`src/hw/arm_settings.svh`:
```
`ifndef ARM_SETTINGS_SVH
`define ARM_SETTINGS_SVH

// Data path and register file
`define ARM_XLEN 32
`define ARM_NREGS 16

// Register address bits, log2 of ARM_NREGS
`define ARM_REG_AW 4

// Byte address bits for instruction and data memory
`define ARM_ADDR_W 32

// First fetch address after reset
`define ARM_RESET_PC 32'h0000_0000

`endif

```
`src/hw/armIsaPkg.sv`:
```
`include "arm_settings.svh"

package armIsaPkg;

   // Condition field, bits 31:28
   typedef enum logic [3:0] {
      EQ = 4'b0000, NE, CS, CC,
      MI, PL, VS, VC,
      HI, LS, GE, LT,
      GT, LE, AL
   } condCodeT;

   // Major class, bits 27:26
   typedef enum logic [1:0] {
      classDp = 2'b00,
      classMem = 2'b01,
      classBranch = 2'b10
   } instrClassT;

   // Data-processing opcode, bits 24:21
   typedef enum logic [3:0] {
      AND = 4'b0000,
      SUB = 4'b0010,
      ADD = 4'b0100,
      ORR = 4'b1100
   } dpOpT;

   typedef struct packed {
      condCodeT cond;
      instrClassT op;
      logic imm;                      // 1 for #imm8, 0 for Rm
      dpOpT opcode;
      logic s;                        // Update flags
      logic [`ARM_REG_AW-1:0] rn;
      logic [`ARM_REG_AW-1:0] rd;
      logic [11:0] operand2;          // imm8 or Rm in the low bits
   } dpInstrT;

   typedef struct packed {
      condCodeT cond;
      instrClassT op;
      logic [4:0] funct;
      logic l;                        // 1 for LDR, 0 for STR
      logic [`ARM_REG_AW-1:0] rn;
      logic [`ARM_REG_AW-1:0] rd;
      logic [11:0] offset12;
   } memInstrT;

   // One fetched word, two field layouts
   // Branch offset is raw[23:0]
   typedef union packed {
      dpInstrT dp;
      memInstrT mem;
      logic [`ARM_XLEN-1:0] raw;
   } instrU;

endpackage

```
`src/hw/armPipePkg.sv`:
```
package armPipePkg;

   typedef enum logic [1:0] {
      aluAdd = 2'b00,
      aluSub = 2'b01,
      aluAnd = 2'b10,
      aluOr = 2'b11
   } aluOpT;

   // Same bit order as the CPSR top nibble
   typedef struct packed {
      logic n;
      logic z;
      logic c;
      logic v;
   } flagsT;

   // Control carried from decode into execute
   typedef struct packed {
      aluOpT aluOp;
      logic useImm;                   // Operand B from the immediate
      logic setFlags;                 // S bit
      logic branch;
      logic load;
      logic store;
      logic regWrite;
      armIsaPkg::condCodeT cond;
   } execCtrlT;

endpackage

```
`src/hw/armStageIf.sv`:
```
`include "arm_settings.svh"

// Decode to execute register outputs, branch redirect back
interface decodeExecIf
   import armPipePkg::*;
();
   logic valid;
   execCtrlT ctrl;
   logic [`ARM_XLEN-1:0] operandA;
   logic [`ARM_XLEN-1:0] operandB;
   logic [`ARM_XLEN-1:0] immediate;
   logic [`ARM_REG_AW-1:0] srcRegA;
   logic [`ARM_REG_AW-1:0] srcRegB;
   logic [`ARM_REG_AW-1:0] destReg;
   logic [`ARM_ADDR_W-1:0] pc;
   logic branchTaken;
   logic [`ARM_ADDR_W-1:0] branchTarget;

   modport source (output valid, ctrl, operandA, operandB, immediate,
                   srcRegA, srcRegB, destReg, pc,
                   input branchTaken, branchTarget);
   modport sink (input valid, ctrl, operandA, operandB, immediate,
                 srcRegA, srcRegB, destReg, pc,
                 output branchTaken, branchTarget);
endinterface

// Execute to result, controls already condition gated
interface execResultIf;
   logic valid;
   logic load;
   logic store;
   logic regWrite;
   logic [`ARM_REG_AW-1:0] destReg;
   logic [`ARM_XLEN-1:0] aluResult;
   logic [`ARM_XLEN-1:0] storeData;

   modport source (output valid, load, store, regWrite, destReg, aluResult, storeData);
   modport sink (input valid, load, store, regWrite, destReg, aluResult, storeData);
endinterface

// Register write and pipeline hold from the result stage
interface writeBackIf;
   logic write;
   logic [`ARM_REG_AW-1:0] destReg;
   logic [`ARM_XLEN-1:0] data;
   logic hold;

   modport source (output write, destReg, data, hold);
   modport sink (input write, destReg, data, hold);
endinterface

```
`src/hw/armDecode.sv`:
```
`include "arm_settings.svh"

module armDecode
   import armIsaPkg::*;
   import armPipePkg::*;
(
   input logic clk,
   input logic reset,
   input instrU instr,
   output logic [`ARM_ADDR_W-1:0] pc,
   decodeExecIf.source exec,
   writeBackIf.sink wb
);

   logic [`ARM_XLEN-1:0] regFile [`ARM_NREGS-2:0];   // R0 to R14
   instrU fetchInstr;
   logic fetchValid;
   logic [`ARM_ADDR_W-1:0] fetchPc;
   execCtrlT ctrl;
   logic [`ARM_REG_AW-1:0] regA;
   logic [`ARM_REG_AW-1:0] regB;
   logic [`ARM_XLEN-1:0] readA;
   logic [`ARM_XLEN-1:0] readB;
   logic [`ARM_XLEN-1:0] extImm;
   logic advance;

   assign advance = ~wb.hold;

   always_ff @(posedge clk, posedge reset)
   begin
      if (reset)
         pc <= `ARM_RESET_PC;
      else if (advance)
         pc <= exec.branchTaken ? exec.branchTarget : pc + 4;
   end

   // Fetch register
   always_ff @(posedge clk, posedge reset)
   begin
      if (reset)
         fetchValid <= 1'b0;
      else if (advance)
         fetchValid <= ~exec.branchTaken;   // Wrong-path word dropped
   end

   always_ff @(posedge clk)
   begin
      if (advance)
      begin
         fetchInstr <= instr;
         fetchPc <= pc;
      end
   end

   // Control and immediate from the fetched word
   always_comb
   begin
      ctrl = '0;
      ctrl.cond = fetchInstr.dp.cond;
      extImm = '0;
      case (fetchInstr.dp.op)
         classDp:
         begin
            ctrl.useImm = fetchInstr.dp.imm;
            ctrl.setFlags = fetchInstr.dp.s;
            ctrl.regWrite = 1'b1;
            extImm = {24'b0, fetchInstr.dp.operand2[7:0]};
            case (fetchInstr.dp.opcode)
               ADD: ctrl.aluOp = aluAdd;
               SUB: ctrl.aluOp = aluSub;
               ORR: ctrl.aluOp = aluOr;
               default: ctrl.aluOp = aluAnd;
            endcase
         end
         classMem:
         begin
            ctrl.useImm = 1'b1;             // Address is Rn plus offset
            ctrl.load = fetchInstr.mem.l;
            ctrl.store = ~fetchInstr.mem.l;
            ctrl.regWrite = fetchInstr.mem.l;
            extImm = {20'b0, fetchInstr.mem.offset12};
         end
         classBranch:
         begin
            ctrl.branch = 1'b1;
            extImm = {{6{fetchInstr.raw[23]}}, fetchInstr.raw[23:0], 2'b00};
         end
         default: ctrl.regWrite = 1'b0;   // Unsupported, no effect
      endcase
   end

   assign regA = fetchInstr.dp.rn;
   assign regB = (fetchInstr.dp.op == classMem) ? fetchInstr.mem.rd
                                                : fetchInstr.dp.operand2[`ARM_REG_AW-1:0];

   // Register file, R15 not writable and reads zero
   always_ff @(posedge clk)
   begin
      if (wb.write && wb.destReg != '1)
         regFile[wb.destReg] <= wb.data;
   end

   always_comb
   begin
      readA = (regA == '1) ? '0 : regFile[regA];
      readB = (regB == '1) ? '0 : regFile[regB];
      // Write in this cycle passes straight through
      if (wb.write && wb.destReg == regA)
         readA = wb.data;
      if (wb.write && wb.destReg == regB)
         readB = wb.data;
   end

   // Decode to execute register
   always_ff @(posedge clk, posedge reset)
   begin
      if (reset)
      begin
         exec.valid <= 1'b0;
         exec.ctrl <= '0;
      end
      else if (advance)
      begin
         exec.valid <= fetchValid & ~exec.branchTaken;
         exec.ctrl <= ctrl;
      end
   end

   always_ff @(posedge clk)
   begin
      if (advance)
      begin
         exec.operandA <= readA;
         exec.operandB <= readB;
         exec.immediate <= extImm;
         exec.srcRegA <= regA;
         exec.srcRegB <= regB;
         exec.destReg <= fetchInstr.dp.rd;
         exec.pc <= fetchPc;
      end
   end

endmodule

```
`src/hw/armExecute.sv`:
```
`include "arm_settings.svh"

module armExecute
   import armIsaPkg::*;
   import armPipePkg::*;
(
   input logic clk,
   input logic reset,
   decodeExecIf.sink dec,
   execResultIf.source res,
   writeBackIf.sink wb
);

   localparam int Msb = `ARM_XLEN - 1;

   logic [`ARM_XLEN-1:0] srcA;
   logic [`ARM_XLEN-1:0] regValB;
   logic [`ARM_XLEN-1:0] srcB;
   logic [`ARM_XLEN-1:0] bInv;
   logic [`ARM_XLEN-1:0] result;
   logic [`ARM_XLEN:0] sum;                 // Top bit is the carry out
   logic subtract;
   logic isArith;
   flagsT flags;
   flagsT aluFlags;
   logic signedGe;
   logic condPass;

   // Forward the result stage write
   assign srcA = (wb.write && wb.destReg == dec.srcRegA) ? wb.data : dec.operandA;
   assign regValB = (wb.write && wb.destReg == dec.srcRegB) ? wb.data : dec.operandB;
   assign srcB = dec.ctrl.useImm ? dec.immediate : regValB;

   assign subtract = (dec.ctrl.aluOp == aluSub);
   assign isArith = dec.ctrl.aluOp inside {aluAdd, aluSub};
   assign bInv = subtract ? ~srcB : srcB;
   assign sum = {1'b0, srcA} + {1'b0, bInv} + {{`ARM_XLEN{1'b0}}, subtract};

   always_comb
   begin
      case (dec.ctrl.aluOp)
         aluAnd: result = srcA & srcB;
         aluOr: result = srcA | srcB;
         default: result = sum[Msb:0];
      endcase
   end

   assign aluFlags.n = result[Msb];
   assign aluFlags.z = (result == '0);
   assign aluFlags.c = isArith & sum[`ARM_XLEN];   // Not-borrow on SUB
   assign aluFlags.v = isArith & ~(srcA[Msb] ^ srcB[Msb] ^ subtract) &
                       (srcA[Msb] ^ sum[Msb]);

   // Condition check against the flag register
   assign signedGe = (flags.n == flags.v);

   always_comb
   begin
      case (dec.ctrl.cond)
         EQ: condPass = flags.z;
         NE: condPass = ~flags.z;
         CS: condPass = flags.c;
         CC: condPass = ~flags.c;
         MI: condPass = flags.n;
         PL: condPass = ~flags.n;
         VS: condPass = flags.v;
         VC: condPass = ~flags.v;
         HI: condPass = flags.c & ~flags.z;
         LS: condPass = ~flags.c | flags.z;
         GE: condPass = signedGe;
         LT: condPass = ~signedGe;
         GT: condPass = ~flags.z & signedGe;
         LE: condPass = flags.z | ~signedGe;
         AL: condPass = 1'b1;
         default: condPass = 1'b0;       // 1111 never executes
      endcase
   end

   always_ff @(posedge clk, posedge reset)
   begin
      if (reset)
         flags <= '0;
      else if (~wb.hold && dec.valid && dec.ctrl.setFlags && condPass)
      begin
         flags.n <= aluFlags.n;
         flags.z <= aluFlags.z;
         if (isArith)                   // Logical ops keep C and V
         begin
            flags.c <= aluFlags.c;
            flags.v <= aluFlags.v;
         end
      end
   end

   assign dec.branchTaken = dec.valid & dec.ctrl.branch & condPass;
   assign dec.branchTarget = dec.pc + 32'd8 + dec.immediate;   // PC+8 relative

   // Result stage qualifies these with valid
   assign res.valid = dec.valid;
   assign res.load = dec.ctrl.load & condPass;
   assign res.store = dec.ctrl.store & condPass;
   assign res.regWrite = dec.ctrl.regWrite & condPass;
   assign res.destReg = dec.destReg;
   assign res.aluResult = result;
   assign res.storeData = regValB;

endmodule

```
`src/hw/armResult.sv`:
```
`include "arm_settings.svh"

module armResult (
   input logic clk,
   input logic reset,
   execResultIf.sink exec,
   writeBackIf.source wb,
   output logic memStrobe,
   output logic memWrite,
   output logic [`ARM_ADDR_W-1:0] memAddr,
   output logic [`ARM_XLEN-1:0] memWriteData,
   input logic [`ARM_XLEN-1:0] memReadData,
   input logic memReady
);

   logic validR;
   logic loadR;
   logic storeR;
   logic regWriteR;
   logic [`ARM_REG_AW-1:0] destR;
   logic [`ARM_XLEN-1:0] aluResultR;
   logic [`ARM_XLEN-1:0] storeDataR;
   logic access;

   always_ff @(posedge clk, posedge reset)
   begin
      if (reset)
      begin
         validR <= 1'b0;
         loadR <= 1'b0;
         storeR <= 1'b0;
         regWriteR <= 1'b0;
      end
      else if (~wb.hold)
      begin
         validR <= exec.valid;
         loadR <= exec.load;
         storeR <= exec.store;
         regWriteR <= exec.regWrite;
      end
   end

   // Held stable while the access waits
   always_ff @(posedge clk)
   begin
      if (~wb.hold)
      begin
         destR <= exec.destReg;
         aluResultR <= exec.aluResult;
         storeDataR <= exec.storeData;
      end
   end

   assign access = validR & (loadR | storeR);

   assign memStrobe = access;
   assign memWrite = validR & storeR;
   assign memAddr = aluResultR[`ARM_ADDR_W-1:0];
   assign memWriteData = storeDataR;

   // Whole pipeline waits for ready
   assign wb.hold = access & ~memReady;

   assign wb.write = validR & regWriteR & ~wb.hold;   // Load writes at the ready edge
   assign wb.destReg = destR;
   assign wb.data = loadR ? memReadData : aluResultR;

endmodule

```
`src/hw/armCore.sv`:
```
`include "arm_settings.svh"

module armCore (
   input logic clk,
   input logic reset,
   output logic [`ARM_ADDR_W-1:0] pc,
   input logic [`ARM_XLEN-1:0] instr,
   output logic memStrobe,
   output logic memWrite,
   output logic [`ARM_ADDR_W-1:0] memAddr,
   output logic [`ARM_XLEN-1:0] memWriteData,
   input logic [`ARM_XLEN-1:0] memReadData,
   input logic memReady
);

   decodeExecIf decExec ();
   execResultIf execRes ();
   writeBackIf writeBack ();

   // Fetch register, decode, register file
   armDecode decodeStage (
      .clk(clk),
      .reset(reset),
      .instr(instr),
      .pc(pc),
      .exec(decExec.source),
      .wb(writeBack.sink)
   );

   // ALU, flags, condition, branch
   armExecute executeStage (
      .clk(clk),
      .reset(reset),
      .dec(decExec.sink),
      .res(execRes.source),
      .wb(writeBack.sink)
   );

   armResult resultStage (
      .clk(clk),
      .reset(reset),
      .exec(execRes.sink),
      .wb(writeBack.source),
      .memStrobe(memStrobe),
      .memWrite(memWrite),
      .memAddr(memAddr),
      .memWriteData(memWriteData),
      .memReadData(memReadData),
      .memReady(memReady)
   );

endmodule

```
`config.mk`:
```
export PLATFORM = sky130hd
export DESIGN_NAME = armCore
export DESIGN_NICKNAME = d
export VERILOG_FILES = /design/src/hw/armIsaPkg.sv /design/src/hw/armPipePkg.sv /design/src/hw/armStageIf.sv /design/src/hw/armDecode.sv /design/src/hw/armExecute.sv /design/src/hw/armResult.sv /design/src/hw/armCore.sv
export VERILOG_INCLUDE_DIRS = /design/src /design/src/hw
export SDC_FILE = /design/constraint.sdc
export NUM_CORES = 2
export LEC_CHECK = 0
export BUFFER_PORTS_ARGS = -buffer_cell sky130_fd_sc_hd__buf_2
export CAP_MARGIN = 10
export CELL_PAD_IN_SITES_DETAIL_PLACEMENT = 1
export CELL_PAD_IN_SITES_GLOBAL_PLACEMENT = 2
export CORE_ASPECT_RATIO = 0.8
export CORE_MARGIN = 5
export CORE_UTILIZATION = 44
export CTS_BUF_LIST = sky130_fd_sc_hd__clkbuf_4 sky130_fd_sc_hd__clkbuf_8
export DETAILED_ROUTE_END_ITERATION = 10
export PLACE_DENSITY_LB_ADDON = 0.05
export SKIP_CTS_REPAIR_TIMING = 1
export SLEW_MARGIN = 10
export SYNTH_ARGS = -nofsm -noshare
export SYNTH_HDL_FRONTEND = slang
export SYNTH_HIERARCHICAL = 1
export SYNTH_SLANG_ARGS = --single-unit
```
`constraint.sdc`:
```
create_clock -name clk -period 11.9 [get_ports clk]
set_input_delay 1.19 -clock clk [delete_from_list [all_inputs] [get_ports clk]]
set_output_delay 1.19 -clock clk [all_outputs]
set_load 0.02 [all_outputs]
```
==> results.ini <==
[outcome]
outcome=completed

[setup_path]
r2r_slack_ns=3.23
critPathKind=flop to flop
end_kind=flop
path_max_fanout=36
cpMostUsedCell=or4_1
crit_path_top_delay_cell=nor4b_2
worst_ep_required_time_ns=12.61
critPathArrivalTime_ns=9.38
path_cells=nor2_1, o211a_1, nor4b_2, nand3_4, mux2_1, mux2_2, xnor2_1, fa_1, a21o_1, a221oi_1, a21oi_1, a31oi_1, o21ai_1, a41oi_1, nor2_1, xnor2_1, o21ai_0, or4_1, or4_1, or4_1, o41ai_2
path_delay_family=simple AND/OR/NAND/NOR gates
critPathLaunchType=flop
cp.buffers_inverters=0
slowest_delay_ns=0.95

[routing]
vias=28600
ant_nets=0
drt-initial-drc-count=2581
wl_um=141000
wl_per_cell_um=30.7
drt_first_pass_iters=5
viasPerCell=6.23
drc=0

[synth]
yosysUniqueCellTypes=101
synth_edf_count=746
syn-cell-area_mm2=0.0413
post-synth-top-count-cell=edfxtp_1
syn_inst=3095
synth.area.top_cells=edfxtp_1, mux4_2, mux2i_1
yosys_most_used_dff=edfxtp_1
synth_seq_cells=804
async_reset_ff_share_pct=6.72
syn_area_per_cell_um2=13.3
yosysWarnings=6
syn-num-nets=3259
yosysTopAreaCell=edfxtp_1
synth_top_area_share_pct=54.3
ys_seq_area_share_pct=57.8
yosys-top-cells-count=edfxtp_1, nand2_1, mux2i_1

[clock_network]
tritoncts=yes
cts_max_path_buffers=3
clkSinkCount=804
clk_latency_ns=0.83
cts_made_buffers=137
cts.htree.levels=4
root_buffer=clkbuf_8
path_clk_slew_ns=0.06

[grt]
grt_pass1_wl_um=205000
antenna_found_initial=2
first_global_vias=29800
grt_usage_pct=27.7
grt_max_degree=148
grt_overflow=0

[power]
leakage_uw=0.0169
p_int_uw=7840
seq_power_share_pct=35.4
p_total_uw=13700
irDropWorstVdd_v=0.000141
pwr-share-comb_pct=46.5
p_switching_uw=5850
pwr_density_cell_mw_per_mm2=297
clockPowerShare_pct=18.1
sw_frac_of_total_pct=42.7

[placed_design]
io_buffers=164
gp_congestion=0.867
dp_cells=4344
place_hpwl_um=89500

[final_layout]
drive_above_1_share_pct=21.6
finalCoreUtilization_pct=49.6
nets=3423
synthToLayoutAreaGrowth_pct=11.8
layoutNonFillerInstCount=4590

[die]
dieArea_mm2=0.100
initial_core_util_pct=44.3
die_height_um=284
coreArea_mm2=0.0931
die_w_um=352
ios=165
row_count=100

[timing]
slew_violations=0
skew_ns=0.0229
hold_ws_ns=0.303
final_hold_viol_count=0
period_share_pct=72.8
period_needed_ns=8.67
setup_viol=0
fmax_mhz=115
rsz0062_at_grt=false
setup_tns_ns=0
tightest_slew_ns=1.16
relSlewSlack_pct=22.8

[job]
maxCapViolCount=0

[hold_path]
min_path_type=input port to asynchronous set/reset pin

flip-flops by register name (all words and copies together), names as in the netlist, 4 cells and up, named ones only:
name                        count
decodeStage/exec.ctrl          12
decodeStage/exec.srcRegB        4
decodeStage/exec.destReg        4
decodeStage/exec.pc            32
decodeStage/exec.srcRegA        4
decodeStage/fetchInstr         32
decodeStage/regFile           480
decodeStage/exec.operandB      32
decodeStage/exec.immediate     26
resultStage/memAddr            32
decodeStage/fetchPc            32
executeStage/flags              4
resultStage/wb.destReg          4
decodeStage/pc                 32
decodeStage/exec.operandA      32
resultStage/memWriteData       32
layout make-up:
cell class	instances	area, um^2
diodes	5	12.5
clock buffers	191	2330
clock inverters	50	323
fillers	9367	47000
inverters	58	230
multi-input cells	2030	16500
flip-flops and latches	804	23800
well taps	1224	1530
repair buffers	228	1330
power by group through the flow:
stage,logic (uW),registers (uW),clock network [uW]
2_1_floorplan,4120,4790,0
3_3_place_gp,6140,4890,0
3_5_place_dp,6280,4910,0
4_1_cts,6310,4860,2540
5_1_grt,6820,4900,2690
6_report,6360,4850,2480
logic make-up after synthesis:
family | Yosys count | share of synthesized area, %
flip-flops | 804 | 57.8
AO/OA/AOI/OAI | 696 | 11.3
AND/OR/NAND/NOR | 679 | 7.94
multiplexers | 439 | 14.5
buffers and inverters | 261 | 2.89
adder cells (fa/ha/maj) | 121 | 3.58
XOR/XNOR | 95 | 2.07
cell usage in the layout (no fill, tap or decap), drive strengths merged, types with 23 or more instances in the layout:
master / instances
nand2: 304
ha: 95
nor2: 124
mux2i: 208
xnor2: 65
clkbuf: 191
maj3: 24
clkinv: 38
a21o: 32
a22o: 39
o22ai: 65
nor4: 27
o21ai: 121
mux4: 112
xor2: 29
and2: 43
nand4: 23
a211oi: 42
buf: 228
nor3: 23
mux2: 119
dfrtp: 54
inv: 59
edfxtp: 746
a21oi: 148
o31ai: 50
nor2b: 52
a31oi: 64
path summary, 6_finish.rpt:
path                                        startpoint                   endpoint  cells after the start
max                                  resultStage/loadR      executeStage/flags[2]                     21
min                                              reset   decodeStage/exec.ctrl[3]                      2
max reg2reg                          resultStage/loadR      executeStage/flags[2]                     21
min reg2reg                decodeStage/exec.destReg[2]  resultStage/wb.destReg[2]                      0
max in group asynchronous                        reset          decodeStage/pc[2]                      3
min in group clk           decodeStage/exec.destReg[2]  resultStage/wb.destReg[2]                      0
stage by stage:
stage          worst slack [ns]  cell area [um^2]
2_1_floorplan              2.51             41300
3_3_place_gp               3.16             43500
3_5_place_dp               3.08             43500
4_1_cts                    3.34             46100
5_1_grt                    2.70             46100
6_report                   3.23             46100
metal layers:
metal	global-route usage (%)	routed length [um]	share of wire (%)	up-vias
li1	-	-	-	12400
met3	4.14	9170	6.5	195
met1	39.6	62600	44	15000
met2	44.1	65500	47	1059
met4	8.31	3610	2.6	0
met5	0	0	0	-
Power figures use the tool's default switching activity.
